==> src/verilog/decode_pkg.sv <==
package decode_pkg;

    // base ISA major opcodes
    localparam logic [6:0] op_imm    = 7'b0010011;
    localparam logic [6:0] op_reg    = 7'b0110011;
    localparam logic [6:0] op_auipc  = 7'b0010111;
    localparam logic [6:0] op_lui    = 7'b0110111;
    localparam logic [6:0] op_load   = 7'b0000011;
    localparam logic [6:0] op_store  = 7'b0100011;
    localparam logic [6:0] op_jal    = 7'b1101111;
    localparam logic [6:0] op_jalr   = 7'b1100111;
    localparam logic [6:0] op_branch = 7'b1100011;

    // custom opcodes for interrupts, network, ppu, accelerator and rng
    localparam logic [6:0] op_rti      = 7'b0001000;
    localparam logic [6:0] op_set_ireg = 7'b0001001;
    localparam logic [6:0] op_net_recv = 7'b0001010;
    localparam logic [6:0] op_net_send = 7'b0001011;
    localparam logic [6:0] op_ppu_send = 7'b0101000;
    localparam logic [6:0] op_acc_send = 7'b0101001;
    localparam logic [6:0] op_random   = 7'b0101010;

    // which immediate layout the instruction carries
    typedef enum logic [2:0] {
        imm_i,
        imm_s,
        imm_b,
        imm_u,
        imm_j
    } imm_kind_e;

    // write-back source mux select
    typedef enum logic [1:0] {
        wb_acc  = 2'd0,
        wb_link = 2'd1,
        wb_ext  = 2'd2,
        wb_alu  = 2'd3
    } wb_sel_e;

    // memory access size
    typedef enum logic [1:0] {
        width_word = 2'd0,
        width_byte = 2'd1,
        width_half = 2'd2
    } mem_width_e;

    // decoded control fields, all strobes active high except data_sel/auipc
    typedef struct packed {
        logic       write_en;
        logic       rd_en;
        logic       wrt_en;
        logic       unsigned_sel;
        mem_width_e width;
        logic       jalr;
        logic       rti;
        logic       data_sel;
        logic       auipc;
        logic [3:0] alu_op;
        logic [3:0] bj_inst;
        wb_sel_e    wb_sel;
        imm_kind_e  imm_kind;
        logic       random;
        logic       ppu_send;
        logic       sac;
        logic       snd;
        logic       rsi;
    } ctrl_t;

    // instruction formats, msb first
    typedef struct packed {
        logic [6:0] funct7;
        logic [4:0] rs2;
        logic [4:0] rs1;
        logic [2:0] funct3;
        logic [4:0] rd;
        logic [6:0] opcode;
    } r_fmt_t;

    typedef struct packed {
        logic [11:0] imm_11_0;
        logic [4:0]  rs1;
        logic [2:0]  funct3;
        logic [4:0]  rd;
        logic [6:0]  opcode;
    } i_fmt_t;

    typedef struct packed {
        logic [6:0] imm_11_5;
        logic [4:0] rs2;
        logic [4:0] rs1;
        logic [2:0] funct3;
        logic [4:0] imm_4_0;
        logic [6:0] opcode;
    } s_fmt_t;

    typedef struct packed {
        logic       imm_12;
        logic [5:0] imm_10_5;
        logic [4:0] rs2;
        logic [4:0] rs1;
        logic [2:0] funct3;
        logic [3:0] imm_4_1;
        logic       imm_11;
        logic [6:0] opcode;
    } b_fmt_t;

    typedef struct packed {
        logic [19:0] imm_31_12;
        logic [4:0]  rd;
        logic [6:0]  opcode;
    } u_fmt_t;

    typedef struct packed {
        logic       imm_20;
        logic [9:0] imm_10_1;
        logic       imm_11;
        logic [7:0] imm_19_12;
        logic [4:0] rd;
        logic [6:0] opcode;
    } j_fmt_t;

    // one 32-bit word, read through whichever format applies
    typedef union packed {
        r_fmt_t r;
        i_fmt_t i;
        s_fmt_t s;
        b_fmt_t b;
        u_fmt_t u;
        j_fmt_t j;
    } instr_u;

    // everything execute needs from decode
    typedef struct packed {
        logic        valid;
        logic [31:0] pc;
        logic [31:0] rs1_data;
        logic [31:0] rs2_data;
        logic [31:0] imm;
        logic [4:0]  rd;
        logic [4:0]  rs1;
        logic [4:0]  rs2;
        ctrl_t       ctrl;
    } id_ex_t;

endpackage

==> src/verilog/decode_stage.sv <==
`timescale 1ns/1ns

module decode_stage (
    input  logic               clk,
    input  logic               rst_n,
    input  logic               instr_valid,
    input  decode_pkg::instr_u instruction,
    input  logic [31:0]        pc,
    input  logic               stall,
    input  logic               flush,
    input  logic               wb_en,
    input  logic [4:0]         wb_addr,
    input  logic [31:0]        wb_data,
    output decode_pkg::id_ex_t ex
);
    import decode_pkg::*;

    ctrl_t       ctrl;
    logic [31:0] imm;
    logic [31:0] rs1_data;
    logic [31:0] rs2_data;
    id_ex_t      bundle;

    instruction_decoder u_decoder (
        .instruction (instruction),
        .ctrl        (ctrl)
    );

    imm_gen u_imm_gen (
        .instruction (instruction),
        .imm_kind    (ctrl.imm_kind),
        .imm         (imm)
    );

    // register numbers taken from the r view, same bits in all formats
    reg_file u_reg_file (
        .clk      (clk),
        .rst_n    (rst_n),
        .rs1      (instruction.r.rs1),
        .rs2      (instruction.r.rs2),
        .rs1_data (rs1_data),
        .rs2_data (rs2_data),
        .wb_en    (wb_en),
        .wb_addr  (wb_addr),
        .wb_data  (wb_data)
    );

    // gather the bundle, valid is attached inside id_ex_reg
    always_comb begin
        bundle.valid    = 1'b0;
        bundle.pc       = pc;
        bundle.rs1_data = rs1_data;
        bundle.rs2_data = rs2_data;
        bundle.imm      = imm;
        bundle.rd       = instruction.r.rd;
        bundle.rs1      = instruction.r.rs1;
        bundle.rs2      = instruction.r.rs2;
        bundle.ctrl     = ctrl;
    end

    id_ex_reg u_id_ex_reg (
        .clk         (clk),
        .rst_n       (rst_n),
        .stall       (stall),
        .flush       (flush),
        .instr_valid (instr_valid),
        .d           (bundle),
        .q           (ex)
    );

endmodule

==> src/verilog/id_ex_reg.sv <==
`timescale 1ns/1ns

module id_ex_reg (
    input  logic               clk,
    input  logic               rst_n,
    input  logic               stall,
    input  logic               flush,
    input  logic               instr_valid,
    input  decode_pkg::id_ex_t d,
    output decode_pkg::id_ex_t q
);
    import decode_pkg::*;

    id_ex_t nxt;

    // incoming bundle tagged with the fetch valid
    always_comb begin
        nxt       = d;
        nxt.valid = instr_valid;
    end

    always_ff @(posedge clk or negedge rst_n) begin
        if (!rst_n) begin
            q <= '0;
        end else if (flush) begin
            // bubble, payload left as is since valid is low
            q.valid <= 1'b0;
            q.ctrl  <= '0;
        end else if (!stall) begin
            q <= nxt;
        end
        // stall without flush holds q
    end

    // a flushed slot never reaches execute as valid
    flush_bubble: assert property (
        @(posedge clk) disable iff (!rst_n)
        flush |=> !q.valid
    ) else $error("ex.valid high one cycle after flush");

endmodule

==> src/verilog/imm_gen.sv <==
`timescale 1ns/1ns

module imm_gen (
    input  decode_pkg::instr_u    instruction,
    input  decode_pkg::imm_kind_e imm_kind,
    output logic [31:0]           imm
);
    import decode_pkg::*;

    logic sign;

    // every format keeps the immediate sign in bit 31
    assign sign = instruction.r.funct7[6];

    always_comb begin
        case (imm_kind)
            imm_i: begin
                imm = {{20{sign}}, instruction.i.imm_11_0};
            end
            imm_s: begin
                // split around rd position
                imm = {{20{sign}},
                       instruction.s.imm_11_5,
                       instruction.s.imm_4_0};
            end
            imm_b: begin
                // halfword offset, bit 0 always zero
                imm = {{19{sign}},
                       instruction.b.imm_12,
                       instruction.b.imm_11,
                       instruction.b.imm_10_5,
                       instruction.b.imm_4_1,
                       1'b0};
            end
            imm_u: begin
                imm = {instruction.u.imm_31_12, 12'b0};
            end
            imm_j: begin
                // jal offset, scrambled bit order in the word
                imm = {{11{sign}},
                       instruction.j.imm_20,
                       instruction.j.imm_19_12,
                       instruction.j.imm_11,
                       instruction.j.imm_10_1,
                       1'b0};
            end
            default: begin
                imm = '0;
            end
        endcase
    end

endmodule

==> src/verilog/instruction_decoder.sv <==
`timescale 1ns/1ns

module instruction_decoder (
    input  decode_pkg::instr_u instruction,
    output decode_pkg::ctrl_t  ctrl
);
    import decode_pkg::*;

    logic [6:0] opcode;
    logic [2:0] funct3;
    logic       bit30;

    // opcode, funct3 and bit 30 sit at the same place in every format
    assign opcode = instruction.r.opcode;
    assign funct3 = instruction.r.funct3;
    assign bit30  = instruction.r.funct7[5];

    // load and store share the size encoding in funct3[1:0]
    function automatic mem_width_e size_of(input logic [2:0] f3);
        mem_width_e w;
        case (f3[1:0])
            2'b00:   w = width_byte;
            2'b01:   w = width_half;
            default: w = width_word;
        endcase
        return w;
    endfunction

    always_comb begin
        // idle defaults give no strobes with the alu on the immediate and pc not passed
        ctrl          = '0;
        ctrl.data_sel = 1'b1;
        ctrl.auipc    = 1'b1;
        ctrl.wb_sel   = wb_alu;
        ctrl.imm_kind = imm_i;
        ctrl.width    = width_word;
        // alu op straight from the word and ignored by execute where unused
        ctrl.alu_op   = {bit30, funct3};

        case (opcode)
            op_imm: begin
                ctrl.write_en = 1'b1;
            end
            op_reg: begin
                ctrl.write_en = 1'b1;
                // second alu operand from rs2
                ctrl.data_sel = 1'b0;
            end
            op_auipc: begin
                ctrl.write_en = 1'b1;
                // low selects pc into the alu
                ctrl.auipc    = 1'b0;
                ctrl.imm_kind = imm_u;
            end
            op_lui: begin
                ctrl.write_en = 1'b1;
                ctrl.imm_kind = imm_u;
            end
            op_load: begin
                ctrl.write_en     = 1'b1;
                ctrl.rd_en        = 1'b1;
                ctrl.wb_sel       = wb_ext;
                ctrl.width        = size_of(funct3);
                // lbu and lhu zero-extend
                ctrl.unsigned_sel = (funct3 == 3'b100) || (funct3 == 3'b101);
            end
            op_store: begin
                ctrl.wrt_en   = 1'b1;
                ctrl.width    = size_of(funct3);
                ctrl.imm_kind = imm_s;
            end
            op_jal: begin
                ctrl.write_en = 1'b1;
                ctrl.wb_sel   = wb_link;
                ctrl.bj_inst  = 4'b1011;
                ctrl.imm_kind = imm_j;
            end
            op_jalr: begin
                // link goes through wb_sel while write_en follows the core's rule
                ctrl.jalr    = 1'b1;
                ctrl.wb_sel  = wb_link;
                ctrl.bj_inst = 4'b1011;
            end
            op_branch: begin
                ctrl.bj_inst  = {1'b1, funct3};
                ctrl.imm_kind = imm_b;
            end
            op_rti: begin
                ctrl.rti = 1'b1;
            end
            op_set_ireg: begin
                ctrl.rsi = 1'b1;
            end
            op_net_recv: begin
                ctrl.write_en = 1'b1;
                ctrl.wb_sel   = wb_ext;
            end
            op_net_send: begin
                ctrl.snd = 1'b1;
            end
            op_ppu_send: begin
                ctrl.ppu_send = 1'b1;
            end
            op_acc_send: begin
                // result comes back from the accelerator
                ctrl.write_en = 1'b1;
                ctrl.sac      = 1'b1;
                ctrl.wb_sel   = wb_acc;
            end
            op_random: begin
                ctrl.write_en = 1'b1;
                ctrl.random   = 1'b1;
                ctrl.rsi      = 1'b1;
                ctrl.wb_sel   = wb_ext;
            end
            default: begin
                // unknown opcode decodes as a nop
            end
        endcase
    end

endmodule

==> src/verilog/reg_file.sv <==
`timescale 1ns/1ns

module reg_file (
    input  logic        clk,
    input  logic        rst_n,
    input  logic [4:0]  rs1,
    input  logic [4:0]  rs2,
    output logic [31:0] rs1_data,
    output logic [31:0] rs2_data,
    input  logic        wb_en,
    input  logic [4:0]  wb_addr,
    input  logic [31:0] wb_data
);

    // x0 has no storage
    logic [31:0] regs [1:31];

    // one read port: zero for x0, then writeback bypass, then storage
    function automatic logic [31:0] read_port(input logic [4:0] addr);
        logic [31:0] val;
        if (addr == 5'd0) begin
            val = '0;
        end else if (wb_en && (wb_addr == addr)) begin
            // same-cycle write wins
            val = wb_data;
        end else begin
            val = regs[addr];
        end
        return val;
    endfunction

    always_comb begin
        rs1_data = read_port(rs1);
        rs2_data = read_port(rs2);
    end

    always_ff @(posedge clk or negedge rst_n) begin
        if (!rst_n) begin
            for (int i = 1; i < 32; i++) begin
                regs[i] <= '0;
            end
        end else if (wb_en && (wb_addr != 5'd0)) begin
            // writes to x0 dropped
            regs[wb_addr] <= wb_data;
        end
    end

    // writeback must present a clean address whenever it writes
    wb_addr_known: assert property (
        @(posedge clk) disable iff (!rst_n)
        wb_en |-> !$isunknown(wb_addr)
    ) else $error("wb_addr has unknown bits during a write");

endmodule
==> config.mk <==
export PLATFORM = sky130hd
export DESIGN_NAME = decode_stage
export DESIGN_NICKNAME = d
export VERILOG_FILES = /design/src/verilog/decode_pkg.sv /design/src/verilog/decode_stage.sv /design/src/verilog/id_ex_reg.sv /design/src/verilog/imm_gen.sv /design/src/verilog/instruction_decoder.sv /design/src/verilog/reg_file.sv
export SDC_FILE = /design/constraint.sdc
export NUM_CORES = 2
export LEC_CHECK = 0
export BUFFER_PORTS_ARGS = -buffer_cell sky130_fd_sc_hd__clkbuf_2
export CAP_MARGIN = 20
export CORE_AREA = 2 2 309 311
export DETAILED_ROUTE_END_ITERATION = 8
export DIE_AREA = 0 0 311 313
export GPL_TIMING_DRIVEN = 1
export PLACE_DENSITY = 0.83
export SYNTH_ARGS = -nofsm -noshare
export SYNTH_HDL_FRONTEND = slang
export SYNTH_SLANG_ARGS = --single-unit
==> constraint.sdc <==
create_clock -name clk -period 4.77 [get_ports clk]
set_clock_uncertainty 0.05 [all_clocks]
set_input_delay 0.954 -clock clk [delete_from_list [all_inputs] [get_ports clk]]
set_output_delay 0.954 -clock clk [all_outputs]
set_load 0.01 [all_outputs]
======== Word level (Yosys, flattened, before mapping) ========
Cells that the tools add are included.
Widths: inputs -> output; s select.
storage, ports and cells
  bits of input ports ..................... 107
  bits in registers ....................... 1164
  output and inout bits ................... 172
  word-level logic and storage cells ...... 144
operators by class
  muxes and demuxes ....................... 35
  bitwise operators ....................... 5
  reduce and logical (&&, ||, !) cells .... 17
  magnitude comparators ................... 4
  eq/ne operators ......................... 26
operators by type and width
  kind                number
  $bwmux 992          1
  $bmux 32 s5         2
  $mux 32             9
  $mux 172            1
  $demux 32 s5        1
  $pmux 32 s5         1
  $eq 7x6->1 const B  6
  $eq 7x4->1 const B  4
  $mux 28             1
  $eq 7x7->1 const B  3
  $ge 6x6->1 const B  3
  $not 5->6           3
  $eq 7x5->1 const B  2
  $mux 1              14
  $pmux 3 s4          1
  $eq 5x5->1          2
  $logic_not 5->1     2
  $eq 3x3->1 const B  3
  $reduce_or 9->1     1
  $pmux 4 s2          1
  $reduce_or 2->1     4
  $eq 7x2->1 const B  1
  $eq 3x2->1 const B  2
  $lt 6x1->1 const B  1
  14 further kinds    18

======== Logic depth before layout (Yosys ltp) ========
  depth after elaboration ................. 8
  mapped depth ............................ 10
  gate-level depth less buffers ........... 5

======== By module ========
A second synthesis with hierarchy kept.
unflattened totals
  cells, all modules ...................... 4308
  area, all modules ....................... 61107.4 sq um
by module, submodules not included
  module               times used  cells an instance  area an instance (sq um)  sequential area each (sq um)
  reg_file             1           3760               53740.3                   24823.8
  id_ex_reg            1           396                6456.2                    4304.1
  imm_gen              1           94                 540.5                     0.0
  instruction_decoder  1           57                 366.6                     0.0
  decode_stage         1           1                  3.8                       0.0

======== Worst setup path before layout ========
Ideal clock, no wire load.
  path type ............................... in2reg
  start point ............................. input instruction[21] (netlist bit)
  end point ............................... register u_id_ex_reg.q[101] (netlist bit)
  slack ................................... 2026 ps
  data arrival time ....................... 2550 ps
  data required time ...................... 4576 ps
  library setup time ...................... 144 ps
  stages on the path ...................... 8
  path buffers ............................ 3
  cells stage by stage .................... buf_2 buf_4 clkbuf_1 mux2_2 a22oi_1 nor2_1 o311ai_0 a32oi_1
on the way
  longest elaborated chain between the ends .. 6
  elaborated cells on any way between the ends .. 9
  those cells by class .................... eq/ne (1); mux (5); bitwise (1); reduce/logical (2)
RTL lines
  item                                        RTL line           text
  start: declaration                          decode_stage.sv:7  input decode_pkg::instr_u instruction,
  $not 5->6 (implied by the code)             reg_file.sv:27     val = regs[addr];
  $bmux 32 s5                                 reg_file.sv:27
  $mux 32 (implied by the code) (2 in a row)  reg_file.sv:27
  $mux 32                                     reg_file.sv:23     end else if (wb_en && (wb_addr == addr)) begin
  $mux 32 *                                   reg_file.sv:21     if (addr == 5'd0) begin
  end signal: assignment                      id_ex_reg.sv:30    q <= nxt;
  end: declaration                            id_ex_reg.sv:10    output decode_pkg::id_ex_t q
Every way passes the cells marked *; elsewhere a longest branch is shown, timed or not. The select of a mux whose other input is x is not followed.
A chain may end at the register's enable or synchronous reset.

======== Worst setup path in the final report ========
  start point ............................. input wb_addr[3]
  end point ............................... register u_reg_file.regs[399] (netlist bit)
on the way
  longest elaborated chain between the ends .. 6
  elaborated cells on any way between the ends .. 9
  those cells by class .................... order compare (2); mux (3); bitwise (1); reduce/logical (3)
RTL lines
  item                                                                   RTL line            text
  start: declaration                                                     decode_stage.sv:12  input logic [4:0] wb_addr,
  $not 5->6 (implied by the code)                                        reg_file.sv:44      regs[wb_addr] <= wb_data;
  $ge 6x6->1 (implied by the code) / $lt 6x1->1 (equally long branches)  reg_file.sv:44
  $logic_and 1x1->1 (implied by the code)                                reg_file.sv:44
  $mux 32 (implied by the code)                                          reg_file.sv:44
  $demux 32 s5                                                           reg_file.sv:44
  $bwmux 992                                                             reg_file.sv:44
  end signal: indexed assignment                                         reg_file.sv:44
  end: declaration                                                       reg_file.sv:16      logic [31:0] regs [1:31];
Parallel ways exist; a longest one is shown, timed or not.

==> metrics.md <==
| Metric | Value |
|---|---|
| Final Setup Violations | `0` |
| Detailed Place HPWL | `121800 um` |
| Unrepaired setup endpoints after global routing | `false` |
| Number of detailed-route iterations in the first pass | `8` |
| Placeable core region | `94160 sq um` |
| Width of the chip | `just over 300 um` |
| Mean instance size in the synthesized netlist | `13.30 sq um` |
| Detail-routed via count per cell | `7.516` |
| Count of cells along the worst register-to-register path | `5` |
| Max-cap violations | `0` |
| Maximum count of clock buffers along a single path | `3` |
| Growth of design area from synthesis to finish | `11.33%` |
| CP max FO | `18` |
| Worst path setup slack after routing | `1.566 ns` |
| Final wirelength | `202200 um` |
| Die span in y | `313 um` |
| Ranking of synthesized cells by area | `dfrtp_1 48%, mux2_2 20%, mux4_2 13%` |
| Latest clock arrival within the worst-skew pair | `0.72 ns` |
| Total overflow reported by the global router | `0` |
| Final count of pins violating max slew | `0` |
| Slew at the pin with the worst max-slew slack | `1.090 ns` |
| Number of different library cells in the post-synthesis netlist | `64` |
| Number of gates resized after cts | `0` |
| Leading area contributor after synthesis | `dfrtp_1` |
| Critical path launch point type | `input pin` |
| CTS root buffer | `clkbuf_16` |
| Port buffer count | `roughly 280` |
| Count of endpoints failing hold in the final timing report | `0` |
| Clock Sink Count | `1164` |
| Wire length of the first global-routing pass | `300500 um` |
| Nets@finish | `approximately 4800` |
| Power per Cell Area | `425.2 nW/um^2` |
| Tot Pwr | `28.74 mW` |
| Reg-to-Reg End | `u_id_ex_reg.q[76]$_DFFE_PN0P_` |
| Antenna violations before repair | `13` |
| Cell count after synthesis | `4563` |
| Crit Reg-Reg Startpoint | `u_reg_file.regs[961]$_DFFE_PN0P_` |
| Relative slew slack | `27.35%` |
| Share of cells above drive strength 1 | `43.54%` |
| Crit Path Category | `in2reg` |
| Number of inserted filler cells in the final layout | `5864` |
| Die Area | `approximately 97000 sq um` |
| H-tree levels | `3` |
| Post-Route Utilization | `71.77%` |
| Area of the mapped netlist | `60700 sq um` |
| Number of enable flip-flop cells after synthesis | `0` |
| Routed WL per cell | `33.58 um` |
| R2R Setup Slk | `2.65 ns` |
| Capturing element type of the critical path | `flop` |
| Flops & latches, synth | `1164` |
| Required time at the endpoint of the critical path | `about 5.3 ns` |
| Maximum vdd drop | `0.3013 mV` |
| Antenna Nets Post-Route | `0` |
| Worst slack at placement | `1.082 ns` |
| Setup_tns | `0 ns` |
| DRC Markers | `0` |
| RePlAce Congestion | `0.9286` |
| Status | `complete, no violations` |
| Peak Freq | `roughly 310 MHz` |
| Part of the cycle the worst path needs | `67.18%` |
| Sequential area share after synthesis | `47.99%` |
| Setup Fix Bufs, Post-CTS | `0` |
| Syn_nets | `4670` |
| Hold Path Class | `in2async` |
| Primary flip-flop cell chosen by synthesis mapping | `dfrtp_1` |
| DRC violation total after the first TritonRoute iteration | `6688` |
| Worst EP arrival | `3.72 ns` |
| CTS Hold Buffers Added | `0` |
| Async set-or-reset flop fraction in the synthesized netlist | `100.0%` |
| Count of warnings emitted by yosys | `0` |
| Fraction of post-synthesis cell area in the top cell type by area | `47.99%` |
| Initial standard-cell utilization of the core | `64.46%` |
| Count of pins on the block boundary | `between 200 and 300` |
| Crit path time final | `3.204 ns` |
| Leakage power figure | `just over 30 nW` |
| CTS clk-pin slew, worst paths | `0.06 ns` |
| CTS tree | `yes` |
| Num rows | `113` |
| Overall via count from detail_route | `45264` |
| Largest net degree at the start of global routing | `126` |
| Via count of the first global-routing pass | `46015` |
| Number of CTS-inserted buffers | `117` |
| Overall track demand over capacity in global routing | `about 42%` |
logic make-up after synthesis:
family                    Yosys count  synth area share, %
and+or+nand+nor                   688                4.986
xor gates and xnor gates           10               0.1443
AOI/OAI and AO/OA                 545                6.411
muxes                            1691                37.05
DFF                              1164                47.99
buffers and inverters             465                3.424
report_power, final:
part           switching, mW  total [mW]  leakage (nW)  internal, mW
Combinational           2.63        5.75          13.3          3.12
Clock                   3.99        9.79          1.99          5.80
Sequential              1.50        13.2          14.9          11.7
Total                   8.13        28.7          30.2          20.6
flip-flops by register name, summed over array words and instances (netlist names):
name	flops
u_id_ex_reg.q	172
u_reg_file.regs	992
per-stage QoR:
step                      hold WS (ns)  cell area (sq um)  cells
final                           0.2032              67580   6022
after global routing            0.2626              67560   6015
after CTS                       0.2395              67560   6012
after detailed placement        0.4112              63500   5798
after global placement          0.4068              63500   5798
after floorplan                 0.4405              60700   4563
final cells by class:
class	instances	area (sq um)	area share [%]
Multi-Input combinational cell	2934	29740	44.01
Sequential cell	1164	29130	43.10
Clock buffer	166	3364	4.978
Timing Repair Buffer	427	3020	4.469
Tap cell	1265	1583	2.342
Clock inverter	48	688.2	1.018
Inverter	8	31.28	0.04629
Antenna cell	10	25.02	0.03703
cells in the final DEF, fill, tap and decap left out, types with 40 or more instances in the layout:
master     netlist  final
nand2_1        394    375
mux4_2         339    339
a22oi_1        120    120
a21oi_1         41     41
clkbuf_16        0    119
nor2_1         114     96
dfrtp_1       1164   1164
o22ai_1         67     67
a32oi_1         44     44
o311ai_0        40     40
mux2i_1        296    296
buf_4           41    116
clkbuf_2         1    269
mux2_2        1056   1056
o21ai_0         97     97
cell usage after synthesis, drive strengths merged, types with 8 or more instances:
master	count
clkbuf	253
mux4	339
mux2i	296
a22oi	120
nand4	9
a32oi	44
and2	10
o2111ai	26
o211ai	11
nor2b	20
nor3b	9
a31oi	11
a221oi	16
o311ai	40
a21oi	42
mux2	1056
o21ai	102
nand3	32
nand2b	12
o22ai	67
dfrtp	1164
nor2	114
and4	9
xor2	8
nand2	394
a22o	23
nor3	24
buf	204
and3	29
worst max-delay path by stage:
stage,start,endpoint,slack (ns),depth (start not counted)
6_report,wb_addr[3],u_reg_file.regs[399]$_DFFE_PN0P_,1.57,5
3_5_place_dp,wb_addr[3],u_reg_file.regs[428]$_DFFE_PN0P_,1.08,5
2_1_floorplan,instruction[21],u_id_ex_reg.q[101]$_DFFE_PN0P_,2.03,8
4_1_cts,wb_addr[3],u_reg_file.regs[428]$_DFFE_PN0P_,1.78,5
5_1_grt,wb_addr[3],u_reg_file.regs[399]$_DFFE_PN0P_,1.53,5
3_3_place_gp,wb_addr[3],u_reg_file.regs[431]$_DFFE_PN0P_,1.21,5
layer usage:
| metal | track usage, % | part of all wire, % | up-vias |
|---|---|---|---|
| li1 | - | - | 17415 |
| met3 | 14.25 | 14 | 1060 |
| met2 | 60.69 | 44 | 3818 |
| met1 | 53.02 | 34 | 22957 |
| met5 | 0.3868 | 0.059 | - |
| met4 | 28.07 | 7.9 | 14 |
worst max-delay path: stages:
cell      delay [ns]
clkbuf_2        0.28
nor3b_1         0.70
nand2_2         0.78
buf_4           0.58
mux2_2          0.34
Power figures use the tool's default switching activity.
